$ cat src/source/cfs_pkg.sv
//************************************************
// Shared widths, APB register map and sample word
// Phase unit is 2*pi / 2**20, atan table for k = 0..15
//************************************************
`default_nettype none

package cfs_pkg;

  localparam int CFS_SAMPLE_W    = 16;
  // Four guard bits for CORDIC gain and quadrant swap
  localparam int CFS_CORDIC_W    = 20;
  localparam int CFS_PHASE_ACC_W = 32;
  // Top two bits select the quadrant
  localparam int CFS_PHASE_W     = 20;
  localparam int CFS_SCALE_W     = 18;
  localparam int CFS_SCALE_FRAC  = 16;
  localparam int CFS_TIME_W      = 32;
  localparam int CFS_APB_AW      = 8;

  localparam logic [CFS_APB_AW-1:0] CFS_REG_FREQ   = 8'h00;
  localparam logic [CFS_APB_AW-1:0] CFS_REG_SCALE  = 8'h04;
  localparam logic [CFS_APB_AW-1:0] CFS_REG_TFREQ  = 8'h08;
  localparam logic [CFS_APB_AW-1:0] CFS_REG_TTIME  = 8'h0C;
  localparam logic [CFS_APB_AW-1:0] CFS_REG_STATUS = 8'h10;
  localparam logic [CFS_APB_AW-1:0] CFS_REG_COUNT  = 8'h14;

  // Stream word, iq[1] is I and iq[0] is Q
  typedef union packed {
    logic [2*CFS_SAMPLE_W-1:0]    raw;
    logic [1:0][CFS_SAMPLE_W-1:0] iq;
  } cfs_sample_u;

  // atan(2**-k) in residual phase units, rounded
  function automatic logic [CFS_PHASE_W-3:0] cfs_atan(input int unsigned k);
    case (k)
      0:       return 18'd131072;
      1:       return 18'd77376;
      2:       return 18'd40884;
      3:       return 18'd20753;
      4:       return 18'd10417;
      5:       return 18'd5213;
      6:       return 18'd2607;
      7:       return 18'd1304;
      8:       return 18'd652;
      9:       return 18'd326;
      10:      return 18'd163;
      11:      return 18'd81;
      12:      return 18'd41;
      13:      return 18'd20;
      14:      return 18'd10;
      15:      return 18'd5;
      default: return '0;
    endcase
  endfunction

endpackage

`default_nettype wire

$ cat src/source/cfs_phase_accum.sv
//************************************************
// NCO, phase of sample n is the sum before its accept
// A FREQ write in the same cycle wins over apply
//************************************************
`timescale 1ns/1ps
`default_nettype none

module cfs_phase_accum (
  input  wire                                   clk,
  input  wire                                   i_rst_n,
  input  wire                                   i_accept,
  input  wire                                   i_freq_wr,
  input  wire  [cfs_pkg::CFS_PHASE_ACC_W-1:0]   i_freq,
  input  wire                                   i_apply,
  input  wire  [cfs_pkg::CFS_PHASE_ACC_W-1:0]   i_tfreq,
  output logic [cfs_pkg::CFS_PHASE_W-1:0]       o_phase
);
  import cfs_pkg::*;

  logic [CFS_PHASE_ACC_W-1:0] inc_q;
  logic [CFS_PHASE_ACC_W-1:0] acc_q;
  logic [CFS_PHASE_ACC_W-1:0] eff_inc;

  assign eff_inc = i_apply ? i_tfreq : inc_q;

  always_ff @(posedge clk) begin
    if (!i_rst_n) begin
      inc_q <= '0;
      acc_q <= '0;
    end else begin
      if (i_freq_wr) begin
        inc_q <= i_freq;
      end else if (i_apply) begin
        inc_q <= i_tfreq;
      end
      if (i_accept) begin
        acc_q <= acc_q + eff_inc;
      end
    end
  end

  // Phase register, first pipeline stage
  always_ff @(posedge clk) begin
    if (i_accept) begin
      o_phase <= acc_q[CFS_PHASE_ACC_W-1 -: CFS_PHASE_W];
    end
  end

endmodule

`default_nettype wire

$ cat config.mk
export PLATFORM = sky130hd
export DESIGN_NAME = cfs_phase_accum
export DESIGN_NICKNAME = d
export VERILOG_FILES = /design/src/source/cfs_pkg.sv /design/src/source/cfs_phase_accum.sv
export SDC_FILE = /design/constraint.sdc
export NUM_CORES = 1
export LEC_CHECK = 0
export BUFFER_PORTS_ARGS = -buffer_cell sky130_fd_sc_hd__buf_2
export CAP_MARGIN = 25
export CORE_AREA = 2 2 110 112
export DETAILED_ROUTE_END_ITERATION = 10
export DIE_AREA = 0 0 112 114
export PLACE_DENSITY = 0.65
export SETUP_SLACK_MARGIN = 0.1
export SYNTH_ARGS = -nofsm -noshare
export SYNTH_HDL_FRONTEND = slang
export SYNTH_SLANG_ARGS = --single-unit
$ cat constraint.sdc
create_clock -name clk -period 5.57 [get_ports clk]
set_input_delay 0.8355 -clock clk [delete_from_list [all_inputs] [get_ports clk]]
set_output_delay 0.8355 -clock clk [all_outputs]
set_load 0.01 [all_outputs]
==> results.ini <==
[timing]
worst_pin_slew_ps=790
whs_ps=461
rsz0062_at_grt=false
min_period_ps=3660
max_freq_mhz=273
fin_tns_setup_ps=0
skew_ps=9.81
hold_viol=0
fin_crit_sh=0.657
drv_slew=0
setup_viol=0
slew_headroom=0.473

[pwr]
p_sw_frac=0.295
ir_worst_vdd_v=0.000144
pwr_density_cell_nw_per_um2=316
power.net_switching_uw=550
pwr-share-seq=0.391
power.total_uw=1870
p_int_uw=1320
leakage_uw=0.00286
clkPwrFrac=0.338
pwr-share-comb=0.271

[clock_network]
clk_latency_ps=340
post_cts_buffers=0
clk_path_buf_depth=2
cts_sinks=84
path_clk_slew_ps=60
cts_tree=built
clockRootBuffer=clkbuf_16
cts_max_level=3
cts-resized-gates=0
cts-hold-fix-buffers=0
cts-buffers-inserted=9

[synth]
yosysTopAreaCellShare=0.253
synthTopCellsByArea=dfxtp_1 25%, edfxtp_1 12%, ha_1 7.7%
yosys_warnings=0
yosys.cell_types.count=51
ys_seq_area_frac=0.371
synth-seq-cells=84
synth.cells.most_frequent=64 x dfxtp_1, 36 x nand2b_1, 35 x o211a_1, 32 x mux2_2
netlist_area_um2=5070
syn_avg_cell_area_um2=9.84
synthCells=515
syn_nets=616
synth_flop_cell=dfxtp_1
yosys.area.top_type=dfxtp_1
synth_edf_count=20
async_reset_ff_frac=0
synth.most_common_cell=dfxtp_1

[place]
placedCellCount=717
io_buffers=88
gp_congestion=0.843
place_area_um2=5550
place_hpwl_um=7850

[worst_setup_path]
critPathMaxFanout=22
arrival_ps=3880
cpMaxStageDelayCell=buf_2
cp-end-kind=register
critical_path.top_delay_family=compound AO/OA/AOI/OAI gates
critical_path_class=primary input to register
path_buf_inv=1
crit_path_cell_trace=buf_2 -> mux2_2 -> ha_1 -> fa_1 -> a21o_1 -> a221o_1 -> o211ai_2 -> a21oi_2 -> o21ai_2 -> o221ai_1 -> nand4b_1 -> o211ai_1
required_ps=5790
start_kind=primary input
max_stage_delay_ps=460

[global_route]
grt_pass1_vias=3951
grt_max_degree=65
antenna_found_initial=0
grt_pass1_wl_um=18200
grt-ovfl-total=0
grt_use_total=0.176

[floorplanning]
coreArea_um2=11700
start_util=0.433
die_x_um=112
dieArea_um2=12800
num_rows=40
fp.dieH_um=114
num_io_pins=89

[drt]
vias_per_cell=5.47
drcViolationCount=0
first_pass_iters=4
ant_nets=0
drt-total-wl_um=10900
routedWlPerCell_um=14.9
num_vias=4014
drtIter0Drc=160

[cells_and_area]
nNetsFinal=683
syn2layout_area_growth_pct=16.3
nFillCells=1123
n_antenna_cell=0
fin_area_um2=5900
drive_above_1_share=0.257
final_cell_count_no_fill=734

[flow_run]
max_cap_viol_count=0

[worst_hold_path]
min-delay-path-class=register to register

[status]
outcome=complete, no violations

## worst paths after layout
check | endpoint | slack (ps) | depth (start not counted) | start
setup / recovery | acc_q[26]$_SDFFE_PN0P_ | 1910 | 12 | i_apply
hold / removal | o_phase[19]$_DFFE_PP_ | 460 | 0 | acc_q[31]$_SDFFE_PN0P_
setup reg to reg | acc_q[26]$_SDFFE_PN0P_ | 2740 | 11 | inc_q[0]$_SDFF_PN0_
hold reg to reg | o_phase[19]$_DFFE_PP_ | 460 | 0 | acc_q[31]$_SDFFE_PN0P_
## layout make-up
cell class | count | area [um2] | area share
multi-input combinational | 387 | 3000 | 0.508
sequential | 84 | 1880 | 0.319
timing repair buffer | 92 | 483 | 0.0819
clock buffer | 11 | 264 | 0.0448
tap | 147 | 184 | 0.0312
clock inverter | 5 | 57.6 | 0.00976
inverter | 8 | 30.0 | 0.00509
## flip-flops by register name, summed over array words and instances, names as in the netlist
register	count
o_phase	20
inc_q	32
acc_q	32
## cells in the final DEF (no fill, tap or decap), types with 9 or more instances in the layout
master | synthesis | final
a21o_1 | 18 | 18
xnor2_1 | 20 | 20
o211a_1 | 35 | 35
edfxtp_1 | 20 | 20
mux2_2 | 32 | 32
ha_1 | 31 | 31
nor3_1 | 9 | 9
nand4_1 | 9 | 9
buf_2 | 8 | 88
dfxtp_1 | 64 | 64
mux2i_1 | 14 | 14
nand3_1 | 20 | 20
nor2b_1 | 20 | 20
nand2b_1 | 36 | 36
clkbuf_16 | 0 | 10
nand2_1 | 22 | 22
o21ai_0 | 13 | 13
a21oi_1 | 31 | 31
nor2_1 | 12 | 12
## through the flow
stage	setup WS, ps	utilization
3_5_place_dp	1580	0.474
5_1_grt	1650	0.503
3_3_place_gp	1650	0.474
2_1_floorplan	1770	-
4_1_cts	1930	0.502
6_report	1910	0.503
## cell families after synthesis
kind of cell               count (synthesis)  share of synthesized area
DFF                                       84                      0.371
adders and majority gates                 32                     0.0805
AOI/OAI and AO/OA                        144                      0.219
and+or+nand+nor                          143                      0.155
xor gates and xnor gates                  22                     0.0380
muxes                                     46                     0.0988
buffers and inverters                     44                     0.0375
## power by group through the flow
stage | Clock, uW | Sequential, uW | Combinational [uW]
after global routing | 666 | 738 | 564
after global placement | 0 | 741 | 496
after detailed placement | 0 | 743 | 502
after floorplan | 0 | 742 | 390
final | 631 | 730 | 505
after CTS | 644 | 731 | 505
## layer usage
metal / GRT usage / part of all wire / routed length, um / up-vias
met5: 0 / 0 / 0 / -
met4: 0.0561 / 0.013 / 144 / 0
met3: 0.0345 / 0.044 / 476 / 12
met2: 0.313 / 0.50 / 5440 / 73
met1: 0.215 / 0.45 / 4860 / 1890
li1: - / - / - / 2039
(Power assumes the default switching activity.)
