File: src/source/cfs_pkg.sv
//************************************************
// Shared widths, APB register map and sample word
// Phase unit is 2*pi / 2**20, atan table for k = 0..15
//************************************************
`default_nettype none

package cfs_pkg;

  localparam int CFS_SAMPLE_W    = 16;
  // Four guard bits for CORDIC gain and quadrant swap
  localparam int CFS_CORDIC_W    = 20;
  localparam int CFS_PHASE_ACC_W = 32;
  // Top two bits select the quadrant
  localparam int CFS_PHASE_W     = 20;
  localparam int CFS_SCALE_W     = 18;
  localparam int CFS_SCALE_FRAC  = 16;
  localparam int CFS_TIME_W      = 32;
  localparam int CFS_APB_AW      = 8;

  localparam logic [CFS_APB_AW-1:0] CFS_REG_FREQ   = 8'h00;
  localparam logic [CFS_APB_AW-1:0] CFS_REG_SCALE  = 8'h04;
  localparam logic [CFS_APB_AW-1:0] CFS_REG_TFREQ  = 8'h08;
  localparam logic [CFS_APB_AW-1:0] CFS_REG_TTIME  = 8'h0C;
  localparam logic [CFS_APB_AW-1:0] CFS_REG_STATUS = 8'h10;
  localparam logic [CFS_APB_AW-1:0] CFS_REG_COUNT  = 8'h14;

  // Stream word, iq[1] is I and iq[0] is Q
  typedef union packed {
    logic [2*CFS_SAMPLE_W-1:0]    raw;
    logic [1:0][CFS_SAMPLE_W-1:0] iq;
  } cfs_sample_u;

  // atan(2**-k) in residual phase units, rounded
  function automatic logic [CFS_PHASE_W-3:0] cfs_atan(input int unsigned k);
    case (k)
      0:       return 18'd131072;
      1:       return 18'd77376;
      2:       return 18'd40884;
      3:       return 18'd20753;
      4:       return 18'd10417;
      5:       return 18'd5213;
      6:       return 18'd2607;
      7:       return 18'd1304;
      8:       return 18'd652;
      9:       return 18'd326;
      10:      return 18'd163;
      11:      return 18'd81;
      12:      return 18'd41;
      13:      return 18'd20;
      14:      return 18'd10;
      15:      return 18'd5;
      default: return '0;
    endcase
  endfunction

endpackage

`default_nettype wire

File: src/source/cfs_scale_round.sv
//************************************************
// Gain in Q16, round half up, saturate to 16 bits
// Advance is the global stall for the whole pipeline
//************************************************
`timescale 1ns/1ps
`default_nettype none

module cfs_scale_round (
  input  wire                                      clk,
  input  wire                                      i_rst_n,
  input  wire                                      i_valid,
  input  wire  signed [cfs_pkg::CFS_CORDIC_W-1:0]  i_i,
  input  wire  signed [cfs_pkg::CFS_CORDIC_W-1:0]  i_q,
  input  wire  [cfs_pkg::CFS_SCALE_W-1:0]          i_scale,
  input  wire                                      i_ready,
  output logic                                     o_advance,
  output logic                                     o_valid,
  output cfs_pkg::cfs_sample_u                     o_data
);
  import cfs_pkg::*;

  localparam int PW = CFS_CORDIC_W + CFS_SCALE_W + 1;

  logic signed [PW-1:0] prod_i;
  logic signed [PW-1:0] prod_q;

  function automatic logic [CFS_SAMPLE_W-1:0] round_sat(input logic signed [PW-1:0] p);
    logic signed [PW-1:0] r;
    r = (p + (PW'(1) <<< (CFS_SCALE_FRAC - 1))) >>> CFS_SCALE_FRAC;
    if (r > 32767) begin
      return 16'h7FFF;
    end else if (r < -32768) begin
      return 16'h8000;
    end
    return r[CFS_SAMPLE_W-1:0];
  endfunction

  // Scale is unsigned, zero extend before the signed multiply
  assign prod_i = i_i * $signed({1'b0, i_scale});
  assign prod_q = i_q * $signed({1'b0, i_scale});

  assign o_advance = !o_valid || i_ready;

  always_ff @(posedge clk) begin
    if (!i_rst_n) begin
      o_valid <= 1'b0;
    end else if (o_advance) begin
      o_valid <= i_valid;
    end
  end

  always_ff @(posedge clk) begin
    if (o_advance) begin
      o_data.iq[1] <= round_sat(prod_i);
      o_data.iq[0] <= round_sat(prod_q);
    end
  end

  a_hold_data: assert property (@(posedge clk) disable iff (!i_rst_n)
    o_valid && !i_ready |=> o_valid && $stable(o_data));

endmodule

`default_nettype wire

File: config.mk
export PLATFORM = sky130hd
export DESIGN_NAME = cfs_scale_round
export DESIGN_NICKNAME = d
export VERILOG_FILES = /design/src/source/cfs_pkg.sv /design/src/source/cfs_scale_round.sv
export SDC_FILE = /design/constraint.sdc
export NUM_CORES = 2
export LEC_CHECK = 0
export ABC_AREA = 1
export BUFFER_PORTS_ARGS = -buffer_cell sky130_fd_sc_hd__buf_2
export CAP_MARGIN = 20
export CELL_PAD_IN_SITES_DETAIL_PLACEMENT = 0
export CELL_PAD_IN_SITES_GLOBAL_PLACEMENT = 1
export CORE_ASPECT_RATIO = 0.6
export CORE_MARGIN = 2
export CORE_UTILIZATION = 30
export DETAILED_ROUTE_END_ITERATION = 8
export MAX_ROUTING_LAYER = met4
export PLACE_DENSITY_LB_ADDON = 0.15
export SETUP_SLACK_MARGIN = 0.3
export SLEW_MARGIN = 25
export SYNTH_ARGS = -nofsm -noshare
export SYNTH_HDL_FRONTEND = slang
export SYNTH_SLANG_ARGS = --single-unit
export TNS_END_PERCENT = 30
File: constraint.sdc
create_clock -name clk -period 7.3 [get_ports clk]
set_input_delay 0.365 -clock clk [delete_from_list [all_inputs] [get_ports clk]]
set_output_delay 0.365 -clock clk [all_outputs]
set_load 0.02 [all_outputs]
==> reports/metrics.cfg <==
[yosys]
synth.avg_cell_area_um2 = 7.93
yosysUniqueCellTypes = 44
syn-instance-count = 3821
synth-edff-count = 32
netlist_area_mm2 = 0.0303
synth_nets = 4873
ys_warn_count = 0
synth_top_flop_cell = edfxtp_1
async_flop_share_pct = 0
ys_ff_latch = 33
yosysSeqAreaShare_pct = 3.24

[sta]
final.min_clock_period_ns = 6.65
tns_ns = 0
fmax_ghz = 0.150
tightestPinTransition_ns = 0.687
final_hold_viol_count = 0
rsz0062_at_grt = false
maxSlewViolCount = 0
slew_headroom_pct = 54.2
fin_ws_ns = 0.647
setup_violations = 0
finalCritPeriodShare_pct = 91.1
fin_skew_ns = 0.00319

[worst_setup_path]
path_delay_family = adder cells
critPathSlowestCell = fa_1
crit_path_start_kind = input port
crit_start = i_scale[4]
worstPathArrival_ns = 6.70
required_ns = 7.35
max_stage_delay_ns = 0.55
endpoint_kind = flip-flop
r2r-start = o_valid$_SDFFE_PN0P_
reg2reg_to = o_data[6]$_DFFE_PP_
r2r_slack_ns = 6.05
worstRegToRegCells = 2
endpoint = o_data[19]$_DFFE_PP_
crit_buf_inv = 8
path_max_fanout = 24
crit_cells = 30
worstSetupPathType = in -> reg

[run]
drv_cap = 0

[layout]
regArea_um2 = 981
final_cell_mix = 1212 x inv_1, 984 x nand2_1, 730 x fa_1
final_common_cell = inv_1
n_fill_cell = 10900
n_antenna_cell = 0
multi_input_area_mm2 = 0.0241
nets = 4973
final_util_pct = 33.2
area_growth_pct = 9.83
drive_above_1_share_pct = 8.64

[global_routing]
antenna_found_initial = 0
grt_pass1_vias = 24000
grt_remaining_overflow = 0
grt_pass1_wl_um = 144000
grt_max_degree = 41
grt_use_total_pct = 18.4

[clock_network]
clkTransAtPathRegs_ns = 0.06
clock_latency_ns = 0.30
cts_tree = done
cts_setup_buffers = 0
clock_sinks = 33
cts_buffer_depth = 2
root_buffer = clkbuf_16
htreeDepth = 2
cts_inserted_buffers = 5

[drt]
drc = 0
antenna_left = 0
first_pass_iters = 5
via_per_inst = 4.26
wire_per_inst_um = 16.9
via_count = 22400
wl_um = 88600
dr.first_iter.drc_count = 1416

[placement]
dp_hpwl_um = 77700
gp_congestion = 0.869
port-buffer-count = 95
place_ws_ns = 0.211

[die]
ios = 96
core_area_mm2 = 0.100
std_cell_rows = 90
chipWidth_um = 414
start_util_pct = 30.2
die-area_mm2 = 0.104
fp.dieH_um = 250

[worst_hold_path]
hold_class = in -> reg

[run_status]
outcome = completed

[sequential cells by signal (all words and copies together), names as in the netlist]
name / flops
o_valid: 1
o_data: 32
[cell usage after synthesis (2+ instances only)]
library cell,instances,area share [%]
inv_1,1214,15
nand2_1,985,12
buf_1,20,0.25
nor3_1,15,0.25
a21boi_0,3,0.074
nor2_1,104,1.3
fa_1,730,48
a211oi_1,2,0.050
xor2_1,26,0.75
clkbuf_1,126,1.6
nand3_1,40,0.66
nand2_4,6,0.22
ha_1,260,11
nand3_2,6,0.20
a21o_1,14,0.35
and3_1,2,0.041
o211ai_1,2,0.050
nor4_1,5,0.10
nand2_2,50,1.0
nor2_2,7,0.14
buf_12,4,0.26
o21ai_0,29,0.48
inv_2,4,0.050
a31oi_1,8,0.17
o21a_1,6,0.15
edfxtp_1,32,3.2
a21oi_1,68,1.1
xnor2_1,18,0.52
buf_4,5,0.12
nand4_1,4,0.083
o21ai_1,2,0.033
nand3b_1,4,0.099
o21bai_1,9,0.22
[what timing repair did]
item	in CTS	in global routing
gates resized for setup	0	12
hold buffers	0	0
setup endpoints to repair	0	30
endpoints found under the hold margin	0	0
[per-layer routing]
layer / vias to the layer above / wire length (um) / GRT usage [%]
met5: - / 0 / -
met1: 11100 / 52700 / 31.9
met3: 18 / 3930 / 1.29
met2: 431 / 31500 / 22.8
met4: 0 / 470 / 1.58
li1: 10900 / - / -
[tightest hold or removal path, stage by stage]
cell and delay, ns:
buf_2 0.09, inv_1 0.04, a21boi_0 0.06
[worst min-delay path by stage]
stage / start / to / slack, ns / depth (start not counted)
after floorplan: i_valid / o_valid$_SDFFE_PN0P_ / 0.51 / 2
after global placement: o_valid$_SDFFE_PN0P_ / o_data[18]$_DFFE_PP_ / 0.54 / 1
after detailed placement: o_valid$_SDFFE_PN0P_ / o_data[18]$_DFFE_PP_ / 0.53 / 1
after CTS: i_valid / o_valid$_SDFFE_PN0P_ / 0.30 / 3
after global routing: i_rst_n / o_valid$_SDFFE_PN0P_ / 0.32 / 2
final: i_valid / o_valid$_SDFFE_PN0P_ / 0.31 / 3
[final cells by class]
class                           count  share of cell area, %
Sequential cell                    33                   2.95
Clock buffer                        6                  0.387
Multi-Input combinational cell   2413                   72.4
Clock inverter                      2                 0.0301
Timing Repair Buffer              249                   5.51
Tap cell                         1334                   5.01
Inverter                         1219                   13.7
[through the flow]
step | std cells | hold slack, ns | area (um^2)
finish | 5256 | 0.314 | 33300
detailed placement | 5248 | 0.533 | 33100
global route | 5256 | 0.322 | 33300
global placement | 5248 | 0.536 | 33100
floorplan | 3821 | 0.506 | 30300
CTS | 5256 | 0.295 | 33300
[kinds of logic after synthesis]
group           synth area share, %
flops                          3.24
fa+ha+maj                      58.9
compound gates                 2.82
xor+xnor                       1.27
buf+inv                        17.3
simple gates                   16.4
Power is left out: the tool's default activity adds up to more than one toggle a clock period on the data nets, which glitch-free logic cannot reach.
