## config.mk

```make
export PLATFORM = sky130hd
export DESIGN_NAME = cfs_cordic_rotator
export DESIGN_NICKNAME = d
export VERILOG_FILES = /design/src/source/cfs_pkg.sv /design/src/source/cfs_cordic_rotator.sv
export SDC_FILE = /design/constraint.sdc
export NUM_CORES = 2
export LEC_CHECK = 0
export ABC_AREA = 1
export BUFFER_PORTS_ARGS = -buffer_cell sky130_fd_sc_hd__buf_2
export CAP_MARGIN = 10
export CORE_UTILIZATION = 60
export DETAILED_ROUTE_END_ITERATION = 8
export PLACE_DENSITY_LB_ADDON = 0.12
export RECOVER_POWER = 25
export SETUP_SLACK_MARGIN = 0.02
export SLEW_MARGIN = 30
export SYNTH_ARGS = -nofsm -noshare
export SYNTH_HDL_FRONTEND = slang
export SYNTH_SLANG_ARGS = --single-unit
```

## constraint.sdc

```tcl
create_clock -name clk -period 4.3 [get_ports clk]
set_input_delay 0.645 -clock clk [delete_from_list [all_inputs] [get_ports clk]]
set_output_delay 0.645 -clock clk [all_outputs]
set_load 0.005 [all_outputs]
```

## src/source/cfs_pkg.sv

```systemverilog
//************************************************
// Shared widths, APB register map and sample word
// Phase unit is 2*pi / 2**20, atan table for k = 0..15
//************************************************
`default_nettype none

package cfs_pkg;

  localparam int CFS_SAMPLE_W    = 16;
  // Four guard bits for CORDIC gain and quadrant swap
  localparam int CFS_CORDIC_W    = 20;
  localparam int CFS_PHASE_ACC_W = 32;
  // Top two bits select the quadrant
  localparam int CFS_PHASE_W     = 20;
  localparam int CFS_SCALE_W     = 18;
  localparam int CFS_SCALE_FRAC  = 16;
  localparam int CFS_TIME_W      = 32;
  localparam int CFS_APB_AW      = 8;

  localparam logic [CFS_APB_AW-1:0] CFS_REG_FREQ   = 8'h00;
  localparam logic [CFS_APB_AW-1:0] CFS_REG_SCALE  = 8'h04;
  localparam logic [CFS_APB_AW-1:0] CFS_REG_TFREQ  = 8'h08;
  localparam logic [CFS_APB_AW-1:0] CFS_REG_TTIME  = 8'h0C;
  localparam logic [CFS_APB_AW-1:0] CFS_REG_STATUS = 8'h10;
  localparam logic [CFS_APB_AW-1:0] CFS_REG_COUNT  = 8'h14;

  // Stream word, iq[1] is I and iq[0] is Q
  typedef union packed {
    logic [2*CFS_SAMPLE_W-1:0]    raw;
    logic [1:0][CFS_SAMPLE_W-1:0] iq;
  } cfs_sample_u;

  // atan(2**-k) in residual phase units, rounded
  function automatic logic [CFS_PHASE_W-3:0] cfs_atan(input int unsigned k);
    case (k)
      0:       return 18'd131072;
      1:       return 18'd77376;
      2:       return 18'd40884;
      3:       return 18'd20753;
      4:       return 18'd10417;
      5:       return 18'd5213;
      6:       return 18'd2607;
      7:       return 18'd1304;
      8:       return 18'd652;
      9:       return 18'd326;
      10:      return 18'd163;
      11:      return 18'd81;
      12:      return 18'd41;
      13:      return 18'd20;
      14:      return 18'd10;
      15:      return 18'd5;
      default: return '0;
    endcase
  endfunction

endpackage

`default_nettype wire

```

## src/source/cfs_cordic_rotator.sv

```systemverilog
//************************************************
// Rotates I/Q by +phase, ITERATIONS from 8 to 16
// Output carries the CORDIC gain of about 1.6468
//************************************************
`timescale 1ns/1ps
`default_nettype none

module cfs_cordic_rotator #(
  parameter int ITERATIONS = 16
) (
  input  wire                                      clk,
  input  wire                                      i_rst_n,
  input  wire                                      i_advance,
  input  wire                                      i_valid,
  input  wire  cfs_pkg::cfs_sample_u               i_sample,
  input  wire  [cfs_pkg::CFS_PHASE_W-1:0]          i_phase,
  output logic                                     o_valid,
  output logic signed [cfs_pkg::CFS_CORDIC_W-1:0]  o_i,
  output logic signed [cfs_pkg::CFS_CORDIC_W-1:0]  o_q
);
  import cfs_pkg::*;

  logic                           s0_valid;
  cfs_sample_u                    s0_sample;
  logic signed [CFS_CORDIC_W-1:0] ext_i;
  logic signed [CFS_CORDIC_W-1:0] ext_q;
  logic [ITERATIONS:0]            v_q;
  logic signed [CFS_CORDIC_W-1:0] x_q [0:ITERATIONS];
  logic signed [CFS_CORDIC_W-1:0] y_q [0:ITERATIONS];
  logic signed [CFS_PHASE_W-1:0]  z_q [0:ITERATIONS];

  // Valid shifts through every stage together
  always_ff @(posedge clk) begin
    if (!i_rst_n) begin
      s0_valid <= 1'b0;
      v_q      <= '0;
    end else if (i_advance) begin
      s0_valid <= i_valid;
      v_q      <= {v_q[ITERATIONS-1:0], s0_valid};
    end
  end

  // Sample waits one cycle for the phase register
  always_ff @(posedge clk) begin
    if (i_advance) begin
      s0_sample <= i_sample;
    end
  end

  assign ext_i = CFS_CORDIC_W'($signed(s0_sample.iq[1]));
  assign ext_q = CFS_CORDIC_W'($signed(s0_sample.iq[0]));

  // Exact quarter-turn by swap and negate
  always_ff @(posedge clk) begin
    if (i_advance) begin
      case (i_phase[CFS_PHASE_W-1 -: 2])
        2'd0: begin
          x_q[0] <= ext_i;
          y_q[0] <= ext_q;
        end
        2'd1: begin
          x_q[0] <= -ext_q;
          y_q[0] <= ext_i;
        end
        2'd2: begin
          x_q[0] <= -ext_i;
          y_q[0] <= -ext_q;
        end
        default: begin
          x_q[0] <= ext_q;
          y_q[0] <= -ext_i;
        end
      endcase
      z_q[0] <= {2'b00, i_phase[CFS_PHASE_W-3:0]};
    end
  end

  for (genvar k = 0; k < ITERATIONS; k++) begin : g_stage
    localparam logic signed [CFS_PHASE_W-1:0] ATAN = {2'b00, cfs_atan(k)};

    always_ff @(posedge clk) begin
      if (i_advance) begin
        // Turn toward zero residual angle
        if (z_q[k] >= 0) begin
          x_q[k+1] <= x_q[k] - (y_q[k] >>> k);
          y_q[k+1] <= y_q[k] + (x_q[k] >>> k);
          z_q[k+1] <= z_q[k] - ATAN;
        end else begin
          x_q[k+1] <= x_q[k] + (y_q[k] >>> k);
          y_q[k+1] <= y_q[k] - (x_q[k] >>> k);
          z_q[k+1] <= z_q[k] + ATAN;
        end
      end
    end
  end

  assign o_valid = v_q[ITERATIONS];
  assign o_i     = x_q[ITERATIONS];
  assign o_q     = y_q[ITERATIONS];

  a_valid_known: assert property (@(posedge clk)
    i_rst_n |-> !$isunknown({s0_valid, v_q}));

endmodule

`default_nettype wire

```

==> results.md <==
* Run status: finished, violations left
* Violated checks: max-capacitance violations, max-slew violations
* Number of cell rows at 143
* Total global-route track usage at 34.6%
* Fraction of post-synthesis cell area in the top cell type by area at 33.0%
* Async S/R FF share, synth at 0%
* Transition at the pin with the smallest max-transition slack at 1.81 ns
* Logic depth of the worst register-to-register path at 19
* Hold Crit Class: in -> reg
* Unrepaired setup endpoints after global routing: false
* Die Y-Extent at 393 um
* Die width at 393 um
* First-pass GRT wire length at between 400000 and 500000 um
* Maximum number of buffers from clock root to sink at 3
* Final GP Congestion at between 1 and 1.5
* Critical path, cell by cell: buf_8 > clkbuf_1 > buf_4 > nand3_2 > nand2_1 > nor2_1 > a21oi_1 > nand2_1 > nand2_1 > nand3_1 > nand2_1 > nand2_1
* WP data required at 4.78 ns
* Wire length per cell after detailed routing at 18.3 um
* Initial DRT Pass Iterations at 9
* GR Overflow Total at 0
* Data arrival time of the critical path at ~4.4 ns
* Post-route insts no fill at 14820
* Max stage delay on crit path at 1.34 ns
* Initial antenna violation count at 3
* Layout cells sized above 1 at 3.11%
* Synth top area cells: sky130_fd_sc_hd__edfxtp_1 33%, sky130_fd_sc_hd__nand2_1 14%, sky130_fd_sc_hd__ha_1 12%
* Detailed placer's ending HPWL at 217000 um
* Yosys warns at 0
* Source of the critical timing path: i_advance
* Post-CTS Setup Bufs at 0
* Kind of start point of the critical path: input port
* Clk_lat worst skew at between 0.7 and 0.8 ns
* Largest driver fanout on the critical path at 60
* Count of hold-fix buffers inserted at cts at 0
* Launch instance of the worst register-to-register path: y_q[12][12]$_DFFE_PP_
* Highest-delay cell along the critical path: sky130_fd_sc_hd__clkbuf_1
* Clock tree root buffer cell: sky130_fd_sc_hd__clkbuf_16
* Antenna Cells at 0
* Clock-pin slew on the worst setup and hold paths at 0.06 ns
* Max-slew violation count at 66
* Final layout net count at approximately 14000
* Max-cap violation count at 2
* CTS tree: built
* Number of unique standard cell types used by synthesis at 53
* Most prevalent standard cell on the critical path: sky130_fd_sc_hd__nand2_1
* Inserted Clock Buffers at between 100 and 150
* Area of the core region at 152000 um^2
* Count of clock tree sinks at 1024
* Tightest hold margin at 0.0527 ns
* Post-DRT Antenna Nets at 0
* DRC violation total after the first TritonRoute iteration at around 8100
* Number of design rule violations left after detail routing at 0
* Routed vias at 86182
* Number of setup violations in the final report at 0
* CTS H-tree lvls at 3
* Part of the Yosys area used for sequential elements at 33.4%
* Most common cell after layout, fill and taps aside: sky130_fd_sc_hd__nand2_1
* Kind of cell adding the most delay to the critical path: buffers and inverters
* Post-Route Setup TNS at 0 ns
* Total die area at 154000 um^2
* Syn Area/Cell at ~7.3 um^2
* Nets in the synthesized netlist at between 10000 and 15000
* Post-CTS resize count at 0
* Yosys top cell by area: sky130_fd_sc_hd__edfxtp_1
* Part of the cycle the worst path needs at 91.3%
* Path type of the worst setup path: in -> reg
* Slew headroom at -21.0%
* Number of logic stages on the critical path including buffering at 12
* Dominant register cell in the synthesized netlist: sky130_fd_sc_hd__edfxtp_1
* Maximum number of pins on one net before global-route repair at between 150 and 200
* Vias per Instance at 5.82
* Buf+Inv Stages, Crit Path at 3
* Kind of end point of the critical path: flip-flop
* Post-synthesis sequential element count at between 1000 and 1500
* Final worst path period need at 3.92 ns
* Cell Count Post-Placement at 14607
* Synthesis-to-finish area growth at 7.50%
* Post-route clock skew at between 0.05 and 0.06 ns
* Syn Inst Count at approximately 13000
* Via count of the first global-routing pass at ~81000
* Cell count of the worst hold path at 1
* Achievable Freq at 0.255 GHz
* Synth Cell Area at 91700 um^2
* Number of synthesized flops with an enable pin at 1006
* Total of buffers placed on input and output ports at 96
* Starting utilization of the core area at roughly three fifths
* Final-report hold violation count at 0
* Count of pins on the block boundary at 97
* Start point of the worst min-delay path: i_sample[17]
* Wire length after detailed routing at approximately 270000 um
* Commonest non-fill, non-tap cells in the layout: 3456 x sky130_fd_sc_hd__nand2_1, 1638 x sky130_fd_sc_hd__inv_1, 1217 x sky130_fd_sc_hd__nor2_1
==> synth_stat cells, types with 8 or more instances <==
| cell | number |
|---|---|
| sky130_fd_sc_hd__nand3_1 | 934 |
| sky130_fd_sc_hd__edfxtp_1 | 1006 |
| sky130_fd_sc_hd__or2_2 | 8 |
| sky130_fd_sc_hd__fa_1 | 36 |
| sky130_fd_sc_hd__a21o_1 | 60 |
| sky130_fd_sc_hd__o21ai_1 | 22 |
| sky130_fd_sc_hd__o31ai_1 | 32 |
| sky130_fd_sc_hd__o21bai_1 | 162 |
| sky130_fd_sc_hd__nand2_1 | 3456 |
| sky130_fd_sc_hd__clkbuf_1 | 53 |
| sky130_fd_sc_hd__buf_2 | 47 |
| sky130_fd_sc_hd__o21ai_0 | 573 |
| sky130_fd_sc_hd__nand3_2 | 9 |
| sky130_fd_sc_hd__dfxtp_1 | 18 |
| sky130_fd_sc_hd__a31oi_1 | 38 |
| sky130_fd_sc_hd__nand2_2 | 13 |
| sky130_fd_sc_hd__ha_1 | 850 |
| sky130_fd_sc_hd__nor3_1 | 285 |
| sky130_fd_sc_hd__buf_1 | 11 |
| sky130_fd_sc_hd__nor2_1 | 1217 |
| sky130_fd_sc_hd__and2_1 | 11 |
| sky130_fd_sc_hd__xnor2_1 | 158 |
| sky130_fd_sc_hd__nor4_1 | 14 |
| sky130_fd_sc_hd__nand4_1 | 137 |
| sky130_fd_sc_hd__a21boi_0 | 49 |
| sky130_fd_sc_hd__a211oi_1 | 10 |
| sky130_fd_sc_hd__inv_2 | 20 |
| sky130_fd_sc_hd__nor3b_1 | 13 |
| sky130_fd_sc_hd__nand3b_1 | 24 |
| sky130_fd_sc_hd__o21a_1 | 27 |
| sky130_fd_sc_hd__xor2_1 | 662 |
| sky130_fd_sc_hd__and3_1 | 10 |
| sky130_fd_sc_hd__inv_1 | 1638 |
| sky130_fd_sc_hd__o211ai_1 | 8 |
| sky130_fd_sc_hd__a21oi_1 | 855 |
| sky130_fd_sc_hd__nor2_2 | 22 |
==> state kept, by name, summed over array words and instances, names as in the netlist <==
name and count:
s0_valid 1, y_q 340, z_q 295, s0_sample 32, v_q 17, x_q 339
==> layer usage <==
layer | up-vias | global-route usage, % | wire length, um
met5 | - | 0.383 | 76
met4 | 2 | 12.8 | 10100
met3 | 643 | 5.05 | 23200
met2 | 3700 | 56.3 | 123000
met1 | 39813 | 46.5 | 116000
li1 | 42024 | - | -
==> cells by family (layout without fill, tap and decap cells) <==
family                     count (synthesis)  in the layout  share of synthesized area (%)
DFF                                     1024           1024                           33.4
buffers and inverters                   1790           2047                           7.49
xor gates and xnor gates                 821            821                           7.85
adders and majority gates                886            886                           12.4
AOI/OAI and AO/OA                       1857           1857                           11.2
and+or+nand+nor                         6155           6155                           27.7
==> through the flow <==
step	setup slack (ns)	utilization (%)	area, um^2
floorplan	0.640	-	91700
global placement	0.225	62.4	94700
detailed placement	0.259	62.4	94700
CTS	0.480	65.0	98600
global route	0.113	64.9	98500
finish	0.376	64.9	98500
==> worst reg2reg max path: stages (launching register included) <==
cell	delay, ns
sky130_fd_sc_hd__edfxtp_1	0.47
sky130_fd_sc_hd__inv_1	0.12
sky130_fd_sc_hd__ha_1	0.15
sky130_fd_sc_hd__inv_1	0.05
sky130_fd_sc_hd__nor3_1	0.18
sky130_fd_sc_hd__nand3_1	0.13
sky130_fd_sc_hd__nor3_1	0.43
sky130_fd_sc_hd__inv_1	0.10
sky130_fd_sc_hd__ha_1	0.29
sky130_fd_sc_hd__nand2_1	0.05
sky130_fd_sc_hd__nand2_1	0.07
sky130_fd_sc_hd__inv_1	0.04
sky130_fd_sc_hd__ha_1	0.37
sky130_fd_sc_hd__nand2_1	0.12
sky130_fd_sc_hd__nor2_1	0.21
sky130_fd_sc_hd__nand4_1	0.12
sky130_fd_sc_hd__o21ai_0	0.42
sky130_fd_sc_hd__nand2_1	0.14
sky130_fd_sc_hd__nand3_1	0.09
sky130_fd_sc_hd__nand2_1	0.09
==> final cells by class <==
| type | instances | area, um^2 |
|---|---|---|
| Multi-Input combinational cell | 9719 | 54200 |
| Inverter | 1661 | 6230 |
| Clock buffer | 134 | 2990 |
| Timing Repair Buffer | 173 | 1060 |
| Tap cell | 2030 | 2540 |
| Sequential cell | 1024 | 30600 |
| Fill cell | 13499 | 53200 |
| Clock inverter | 79 | 913 |
==> worst paths after layout <==
| kind | slack [ns] | to |
|---|---|---|
| worst min register to register | 0.41 | z_q[1][10]$_DFFE_PP_ |
| worst min-delay path | 0.05 | s0_sample[17]$_DFFE_PP_ |
| worst max-delay path | 0.38 | z_q[9][19]$_DFFE_PP_ |
| worst max register to register | 0.39 | x_q[13][17]$_DFFE_PP_ |
Power is not shown: default switching activity piles up to over one toggle a cycle in this logic, so the estimate is an artifact.
