File: config.mk
export PLATFORM = sky130hd
export DESIGN_NAME = cfs_cmd_sched
export DESIGN_NICKNAME = d
export VERILOG_FILES = /design/src/source/cfs_pkg.sv /design/src/source/cfs_cmd_sched.sv
export SDC_FILE = /design/constraint.sdc
export NUM_CORES = 1
export LEC_CHECK = 0
export BUFFER_PORTS_ARGS = -buffer_cell sky130_fd_sc_hd__buf_4
export CORE_MARGIN = 5
export CORE_UTILIZATION = 30
export DETAILED_ROUTE_END_ITERATION = 7
export PLACE_DENSITY = 0.63
export SLEW_MARGIN = 20
export SYNTH_ARGS = -nofsm -noshare
export SYNTH_HDL_FRONTEND = slang
export SYNTH_SLANG_ARGS = --single-unit
File: constraint.sdc
create_clock -name clk -period 0.8 [get_ports clk]
set_input_delay 0.16 -clock clk [delete_from_list [all_inputs] [get_ports clk]]
set_output_delay 0.16 -clock clk [all_outputs]
set_load 0.1 [all_outputs]
File: src/source/cfs_pkg.sv
//************************************************
// Shared widths, APB register map and sample word
// Phase unit is 2*pi / 2**20, atan table for k = 0..15
//************************************************
`default_nettype none

package cfs_pkg;

  localparam int CFS_SAMPLE_W    = 16;
  // Four guard bits for CORDIC gain and quadrant swap
  localparam int CFS_CORDIC_W    = 20;
  localparam int CFS_PHASE_ACC_W = 32;
  // Top two bits select the quadrant
  localparam int CFS_PHASE_W     = 20;
  localparam int CFS_SCALE_W     = 18;
  localparam int CFS_SCALE_FRAC  = 16;
  localparam int CFS_TIME_W      = 32;
  localparam int CFS_APB_AW      = 8;

  localparam logic [CFS_APB_AW-1:0] CFS_REG_FREQ   = 8'h00;
  localparam logic [CFS_APB_AW-1:0] CFS_REG_SCALE  = 8'h04;
  localparam logic [CFS_APB_AW-1:0] CFS_REG_TFREQ  = 8'h08;
  localparam logic [CFS_APB_AW-1:0] CFS_REG_TTIME  = 8'h0C;
  localparam logic [CFS_APB_AW-1:0] CFS_REG_STATUS = 8'h10;
  localparam logic [CFS_APB_AW-1:0] CFS_REG_COUNT  = 8'h14;

  // Stream word, iq[1] is I and iq[0] is Q
  typedef union packed {
    logic [2*CFS_SAMPLE_W-1:0]    raw;
    logic [1:0][CFS_SAMPLE_W-1:0] iq;
  } cfs_sample_u;

  // atan(2**-k) in residual phase units, rounded
  function automatic logic [CFS_PHASE_W-3:0] cfs_atan(input int unsigned k);
    case (k)
      0:       return 18'd131072;
      1:       return 18'd77376;
      2:       return 18'd40884;
      3:       return 18'd20753;
      4:       return 18'd10417;
      5:       return 18'd5213;
      6:       return 18'd2607;
      7:       return 18'd1304;
      8:       return 18'd652;
      9:       return 18'd326;
      10:      return 18'd163;
      11:      return 18'd81;
      12:      return 18'd41;
      13:      return 18'd20;
      14:      return 18'd10;
      15:      return 18'd5;
      default: return '0;
    endcase
  endfunction

endpackage

`default_nettype wire

File: src/source/cfs_cmd_sched.sv
//************************************************
// Single pending timed command, a re-arm replaces it
// Apply is combinational on the accept of sample T
//************************************************
`timescale 1ns/1ps
`default_nettype none

module cfs_cmd_sched (
  input  wire                                   clk,
  input  wire                                   i_rst_n,
  input  wire                                   i_arm,
  input  wire  [cfs_pkg::CFS_PHASE_ACC_W-1:0]   i_tfreq,
  input  wire  [cfs_pkg::CFS_TIME_W-1:0]        i_ttime,
  input  wire                                   i_accept,
  input  wire                                   i_hit,
  input  wire                                   i_late,
  output logic [cfs_pkg::CFS_TIME_W-1:0]        o_cmd_time,
  output logic                                  o_apply,
  output logic [cfs_pkg::CFS_PHASE_ACC_W-1:0]   o_tfreq_q,
  output logic                                  o_pending,
  output logic                                  o_late_evt
);
  import cfs_pkg::*;

  localparam logic ST_IDLE  = 1'b0;
  localparam logic ST_ARMED = 1'b1;

  logic                       state_q;
  logic [CFS_PHASE_ACC_W-1:0] tfreq_q;
  logic [CFS_TIME_W-1:0]      time_q;
  logic                       fire;

  // Late covers a target already passed when the command was armed
  assign fire = (state_q == ST_ARMED) && i_accept && (i_hit || i_late);

  always_ff @(posedge clk) begin
    if (!i_rst_n) begin
      state_q <= ST_IDLE;
    end else if (i_arm) begin
      state_q <= ST_ARMED;
    end else if (fire) begin
      state_q <= ST_IDLE;
    end
  end

  always_ff @(posedge clk) begin
    if (i_arm) begin
      tfreq_q <= i_tfreq;
      time_q  <= i_ttime;
    end
  end

  assign o_apply    = fire;
  assign o_late_evt = fire && i_late;
  assign o_pending  = (state_q == ST_ARMED);
  assign o_cmd_time = time_q;
  assign o_tfreq_q  = tfreq_q;

  a_apply_armed: assert property (@(posedge clk) disable iff (!i_rst_n)
    o_apply && !i_arm |=> !o_pending);

endmodule

`default_nettype wire

==> summary.md, run 1 <==
| Metric | Value |
|---|---|
| Status | finished, violations left |
| Failing checks | setup timing |
| Layout Nets | 356 |
| RSZ-0062 raised after global routing | yes |
| Die Width | 91.2 um |
| First-pass GRT wire length | 10.6 mm |
| Maximum vdd ir drop | 0.00185 V |
| Clock root buffer | clkbuf_8 |
| CP startpoint kind | flip-flop |
| Crit. End Element | output port |
| Fin crit period | 1.21 ns |
| Mapped Cells | 71 |
| Top cell type's share of synthesized area | 97.2% |
| Period utilization | 152% |
| Worst-Margin Slew | 0.213 ns |
| Vias in the first global route | 1862 |
| WL/cell | 18.7 um |
| GRT met1 Usage | 17.8% |
| Final Hold Slack | 0.0622 ns |
| Detailed placement HPWL | 4.08 mm |
| Sink Count | 65 |
| Htree depth | 3 |
| Synth Cell Area | 1980 sq um |
| Highest clock rate | 824 MHz |
| Crit Path Class | flip-flop to output port |
| Post-Syn Nets | 141 |
| Total power | 10.5 mW |
| Fin Clk Skew | 0 ns |
| Routed wire length | 6.88 mm |
| Fillcell total | 400 |
| PnR worst setup slack | -0.414 ns |
| Count of final setup violators | 68 |
| Synth cell types | 8 |
| Clk_lat worst skew | 0.33 ns |
| Yosys warns | 0 |
| Port Buffers | 136 |
| Fin. max-slew vios | 0 |
| GPL Wtd Cong | 0.707 |
| Busiest grt layer | met2 |
| Leakage Power | 1.80 nW |
| Largest net degree at the start of global routing | 26 |
| Max Buffers Root-to-Sink | 2 |
| Core Footprint | 6390 sq um |
| Post-DRT Antenna Nets | 0 |
| Layout cell share with drive strength beyond 1 | 54.6% |
| GRT Residual Overflow | 0 |
| Remaining DRCs | 0 |
| Via-to-Cell Ratio | 4.28 |
| Main combinational cell family by area after synthesis | simple AND/OR/NAND/NOR gates |
| Dominant cells by area after synthesis | edfxtp_1, dfxtp_1, and3_2 |
| Compound-Gate Fraction of Synth Area | 0.570% |
| Layout area overhead | 119% |
| Top-level I/O count | 137 |
| DR pass1 iterations | 4 |
| 1st-iter DRT viols | 60 |
| Synth Area in Simple Gates | 1.01% |
| Post-Synth XOR/XNOR Area | 0% |
| Endpoints failing hold | 0 |
| CTS clk-pin slew, worst paths | 0.07 ns |
| Pre-CTS setup slack | -0.267 ns |
| Die area | 8310 sq um |
| Average size of a mapped cell | 27.8 sq um |
| Met3 Usage GRT | 9.92% |
| Flops & latches, synth | 65 |
| Hold Crit Class | input port to flip-flop |
| TritonCTS clock tree | built |
| FP Rows | 29 |
| Via count | 1575 |
| Power per standard cell area | 2430 nW/um^2 |
| Synth Area in Adders | 0% |
| Slew margin rel. | 85.8% |
| Cell accounting for the most synthesized area | edfxtp_1 |
| Starting Density | 31.0% |
| CP required | 0.64 ns |
| CTS Buf Count | 9 |
| GR Util All Layers | 17.2% |
| GR Util met2 | 28.4% |
| Antenna violations before repair | 0 |
| Max-cap violations | 0 |
| Arrival @ worst endpoint | 1.05 ns |
| Post-synthesis sequential area ratio | 98.2% |
| Crit path max fanout | 3 |
| ANT cells | 0 |
| Multiplexer share of the synthesized area | 0% |
| Die Ht | 91.2 um |
-- metrics by stage --
step / utilization, % / setup TNS (ns) / cells / cell area [sq um]
2_1_floorplan: - / -17.60 / 71 / 1990
3_3_place_gp: 49.6 / -0.405 / 287 / 3170
3_5_place_dp: 49.6 / -0.452 / 287 / 3170
4_1_cts: 67.5 / -20.38 / 368 / 4310
5_1_grt: 67.7 / -22.59 / 368 / 4320
6_report: 67.7 / -19.66 / 368 / 4320
-- synth_stat cells --
cell type	count
and3_1	1
and3_2	1
or2_1	1
o21ai_0	1
inv_1	1
edfxtp_1	64
dfxtp_1	1
a31oi_1	1
-- per-layer routing --
layer,wire (um),up-vias,share of wire [%]
li1,-,718,-
met1,2320,744,34
met2,3520,103,51
met3,916,10,13
met4,119,0,1.7
met5,0,-,0
-- registers in the layout, indices dropped and copies added, names as in the netlist --
register	cells
o_cmd_time	32
o_tfreq_q	32
o_pending	1
-- critical path: stages, from the launching register on --
cell and delay (ns):
dfxtp_4 0.36, and3_4 0.19, buf_12 0.17
-- worst paths after layout --
path	from	to	slack, ns	cells after the start
worst min register to register	o_pending	o_pending	0.76	3
worst min-delay path	i_accept	o_pending	0.06	2
worst max-delay path	o_pending	o_apply	-0.41	2
worst max register to register	o_pending	o_pending	-0.06	3
-- report_power, final --
part | leakage, nW | switching (mW) | internal (mW)
Combinational | 1.07 | 2.27 | 0.965
Clock | 0.103 | 1.31 | 1.77
Sequential | 0.635 | 0.134 | 4.04
Total | 1.80 | 3.72 | 6.77
-- cell families (layout without fill, tap and decap cells) --
group	count (synthesis)	after routing
DFF	65	65
and+or+nand+nor	3	3
AOI/OAI and AO/OA	2	2
buffers and inverters	1	221
-- area by class of cell --
class | count | area [sq um] | area share [%]
sequential | 65 | 1950 | 45.0
clock buffer | 10 | 128 | 2.95
timing repair buffer | 204 | 2010 | 46.5
clock inverter | 6 | 92.6 | 2.14
inverter | 1 | 3.75 | 0.0869
multi-input combinational | 5 | 43.8 | 1.01
tap | 77 | 96.3 | 2.23
-- layout by cell type (no fill, tap or decap) --
cell type,Yosys,layout
bufinv_16,0,2
clkbuf_1,0,1
clkbuf_8,0,9
dfxtp_4,0,1
a31oi_1,1,1
inv_1,1,1
buf_4,0,70
buf_12,0,6
edfxtp_1,64,64
clkinv_4,0,2
dlygate4sd3_1,0,64
clkinvlp_4,0,2
or2_1,1,1
buf_6,0,63
buf_8,0,1
o21ai_2,0,1
and3_4,0,2
-- what timing repair did --
action | 4_1_cts | 5_1_grt
setup buffers | 1 | 0
pin swaps | 2 | 0
hold buffers | 64 | 0
cloned | 0 | 0
resized for setup | 74 | 2
hold endpoints to repair | 64 | 0
setup endpoints to repair | 67 | 68
No activity file was read; power rests on OpenSTA's default activity.
==> run 2, diff against run 1 <==
Settings changed: REMOVE_ABC_BUFFERS set to 1.
==> summary.md, run 2 (synthesis gave the netlist of run 1 again) <==
| Metric | Value |
|---|---|
| Comb pwr share | 30.9% (about the same) |
| Endpoints failing hold | 0 (unchanged) |
| GRT Residual Overflow | 0 (unchanged) |
| CTS clk-pin slew, worst paths | 0.07 ns (about the same) |
| ANT cells | 0 (unchanged) |
| DR pass1 iterations | 4 (unchanged) |
| WL/cell | 17.9 um (-4.0%) |
| Count of final setup violators | 68 (unchanged) |
| Crit Path Class | flip-flop to output port |
| Fillcell total | 398 (-0.50%) |
| Status | finished, violations left |
| CP startpoint kind | flip-flop |
| Area occupied by multi-input gates | 46.3 sq um (+5.7%) |
| Layout Nets | 358 (+0.56%) |
| Power per standard cell area | 2420 nW/um^2 (-0.49%) |
| Clk_lat worst skew | 0.33 ns (about the same) |
| Die Width | 91.2 um (unchanged) |
| Die Ht | 91.2 um (unchanged) |
| GR Util met2 | 27.6% (-0.72 points) |
| R2R cell count | 3 (unchanged) |
| GRT met1 Usage | 16.2% (-1.6 points) |
| Fin Clk Skew | 0 ns (unchanged) |
| Slew margin rel. | 85.5% (-0.29 points) |
| Top-level I/O count | 137 (unchanged) |
| Post-CTS Setup Bufs | 0 (-1) |
| Commonest non-fill, non-tap cell in the layout | buf_4 |
| Hold Crit Class | input port to flip-flop |
| Final Hold Slack | 0.0790 ns (+0.0168 ns) |
| Core Footprint | 6390 sq um (unchanged) |
| Clock root buffer | clkbuf_8 |
| Psw | 3.68 mW (-0.97%) |
| R2R Path Start | o_pending |
| Met3 Usage GRT | 10.7% (+0.83 points) |
| Most frequent cells in the layout | buf_4, dlygate4sd3_1, edfxtp_1, buf_6, clkbuf_8 |
| Largest net degree at the start of global routing | 23 (-12%) |
| Failing checks | setup timing |
| Vias in the first global route | 1810 (-2.8%) |
| Via count | 1548 (-1.7%) |
| FF-to-FF setup slack | -0.07 ns (about the same) |
| FP Rows | 29 (unchanged) |
| PnR worst setup slack | -0.441 ns (-0.0270 ns) |
| Crit. End Element | output port |
| Arrival @ worst endpoint | 1.08 ns (+0.03 ns) |
| RSZ-0062 raised after global routing | yes |
| Antenna violations before repair | 0 (unchanged) |
| Worst-Margin Slew | 0.218 ns (+0.00430 ns) |
| Period utilization | 155% (+3.4 points) |
| Routed wire length | 6.62 mm (-3.7%) |
| CTS Buf Count | 9 (unchanged) |
| Crit path to | o_late_evt |
| Final cell count without fillers | 369 (+0.27%) |
| CP required | 0.64 ns (about the same) |
| Highest clock rate | 806 MHz (-2.2%) |
| GR Util All Layers | 16.5% (-0.67 points) |
| Switch share | 35.3% (-0.16 points) |
| Register Area | 1950 sq um (unchanged) |
| Sink Count | 65 (unchanged) |
| First-pass GRT wire length | 10.2 mm (-3.5%) |
| Remaining DRCs | 0 (unchanged) |
| Fin. max-slew vios | 0 (unchanged) |
| Via-to-Cell Ratio | 4.20 (-2.0%) |
| Max-cap violations | 0 (unchanged) |
| GPL Wtd Cong | 0.740 (+4.8%) |
| Clock network power share | 29.1% (-0.3 points) |
| Total power | 10.4 mW (-0.52%) |
| Dpl cells | 290 (+1.0%) |
| Layout cell share with drive strength beyond 1 | 55.1% (+0.50 points) |
| Detailed placement HPWL | 4.09 mm (+0.28%) |
| Starting Density | 31.0% (unchanged) |
| TritonCTS clock tree | built |
| Die area | 8310 sq um (unchanged) |
| Port Buffers | 136 (unchanged) |
| Maximum vdd ir drop | 0.00213 V (+15%) |
| Htree depth | 3 (unchanged) |
| Reg power frac | 39.9% (about the same) |
| Layout area overhead | 118% (about the same) |
| Max Buffers Root-to-Sink | 2 (unchanged) |
| Fin crit period | 1.24 ns (+0.0270 ns) |
| Pint | 6.76 mW (-0.27%) |
| Critical Path Source | o_pending |
| 1st-iter DRT viols | 47 (-22%) |
| Crit path max fanout | 3 (unchanged) |
| Pre-CTS setup slack | -0.283 ns (-0.0161 ns) |
| Leakage Power | 1.81 nW (+0.33%) |
| R2R Path End | o_pending |
| Post-DRT Antenna Nets | 0 (unchanged) |
| Busiest grt layer | met2 |
run 2: cell types whose count changed in the layout (fill, tap and decap cells not counted), sizes merged:
cell,delta
buf,+2
clkbuf,-1
clkinv,+1
clkinvlp,-1
run 2: timing repair:
item,CTS,global route
hold endpoints to repair,64,0
pin swaps,1,1
hold buffers,64,0
resized for setup,77,2
endpoints found under the setup margin,67,68
run 2: layout make-up:
cell class	count	area share (%)
well taps	77	2.23
inverters	1	0.0869
repair buffers	206	46.5
multi-input cells	5	1.07
clock buffers	9	2.87
clock inverters	6	2.17
flip-flops and latches	65	45.0
run 2: metal layers:
layer,share of wire [%],up-vias
met3,15,13
met4,1.7,0
li1,-,718
met2,52,98
met1,32,719
met5,0,-
run 2: metrics by stage:
stage | TNS [ns] | cell area, sq um | utilization, %
global placement | -2.00 | 3160 | 49.5
floorplan | -19.98 | 1980 | -
finish | -19.39 | 4320 | 67.6
global route | -22.19 | 4320 | 67.6
CTS | -20.40 | 4310 | 67.5
detailed placement | -1.63 | 3160 | 49.5
run 2: power by group through the flow:
stage                     Combinational [mW]  Sequential [mW]  Clock [mW]
after floorplan                       0.0378             6.11           0
after global placement                  2.76             4.17           0
after detailed placement                2.77             4.19           0
after CTS                               3.21             4.17        3.09
after global routing                    3.30             4.19        3.29
final                                   3.23             4.17        3.04
run 2: worst min path at each step:
stage	from	end	depth (start not counted)
2_1_floorplan	i_ttime[0]	o_cmd_time[0]	0
3_3_place_gp	i_tfreq[29]	o_tfreq_q[29]	1
3_5_place_dp	i_tfreq[26]	o_tfreq_q[26]	1
4_1_cts	i_accept	o_pending	2
5_1_grt	i_accept	o_pending	2
6_report	i_accept	o_pending	2
run 2: critical path, stage by stage (launching register included):
cell and delay (ns):
dfxtp_4 0.37, and3_4 0.20, buf_12 0.17
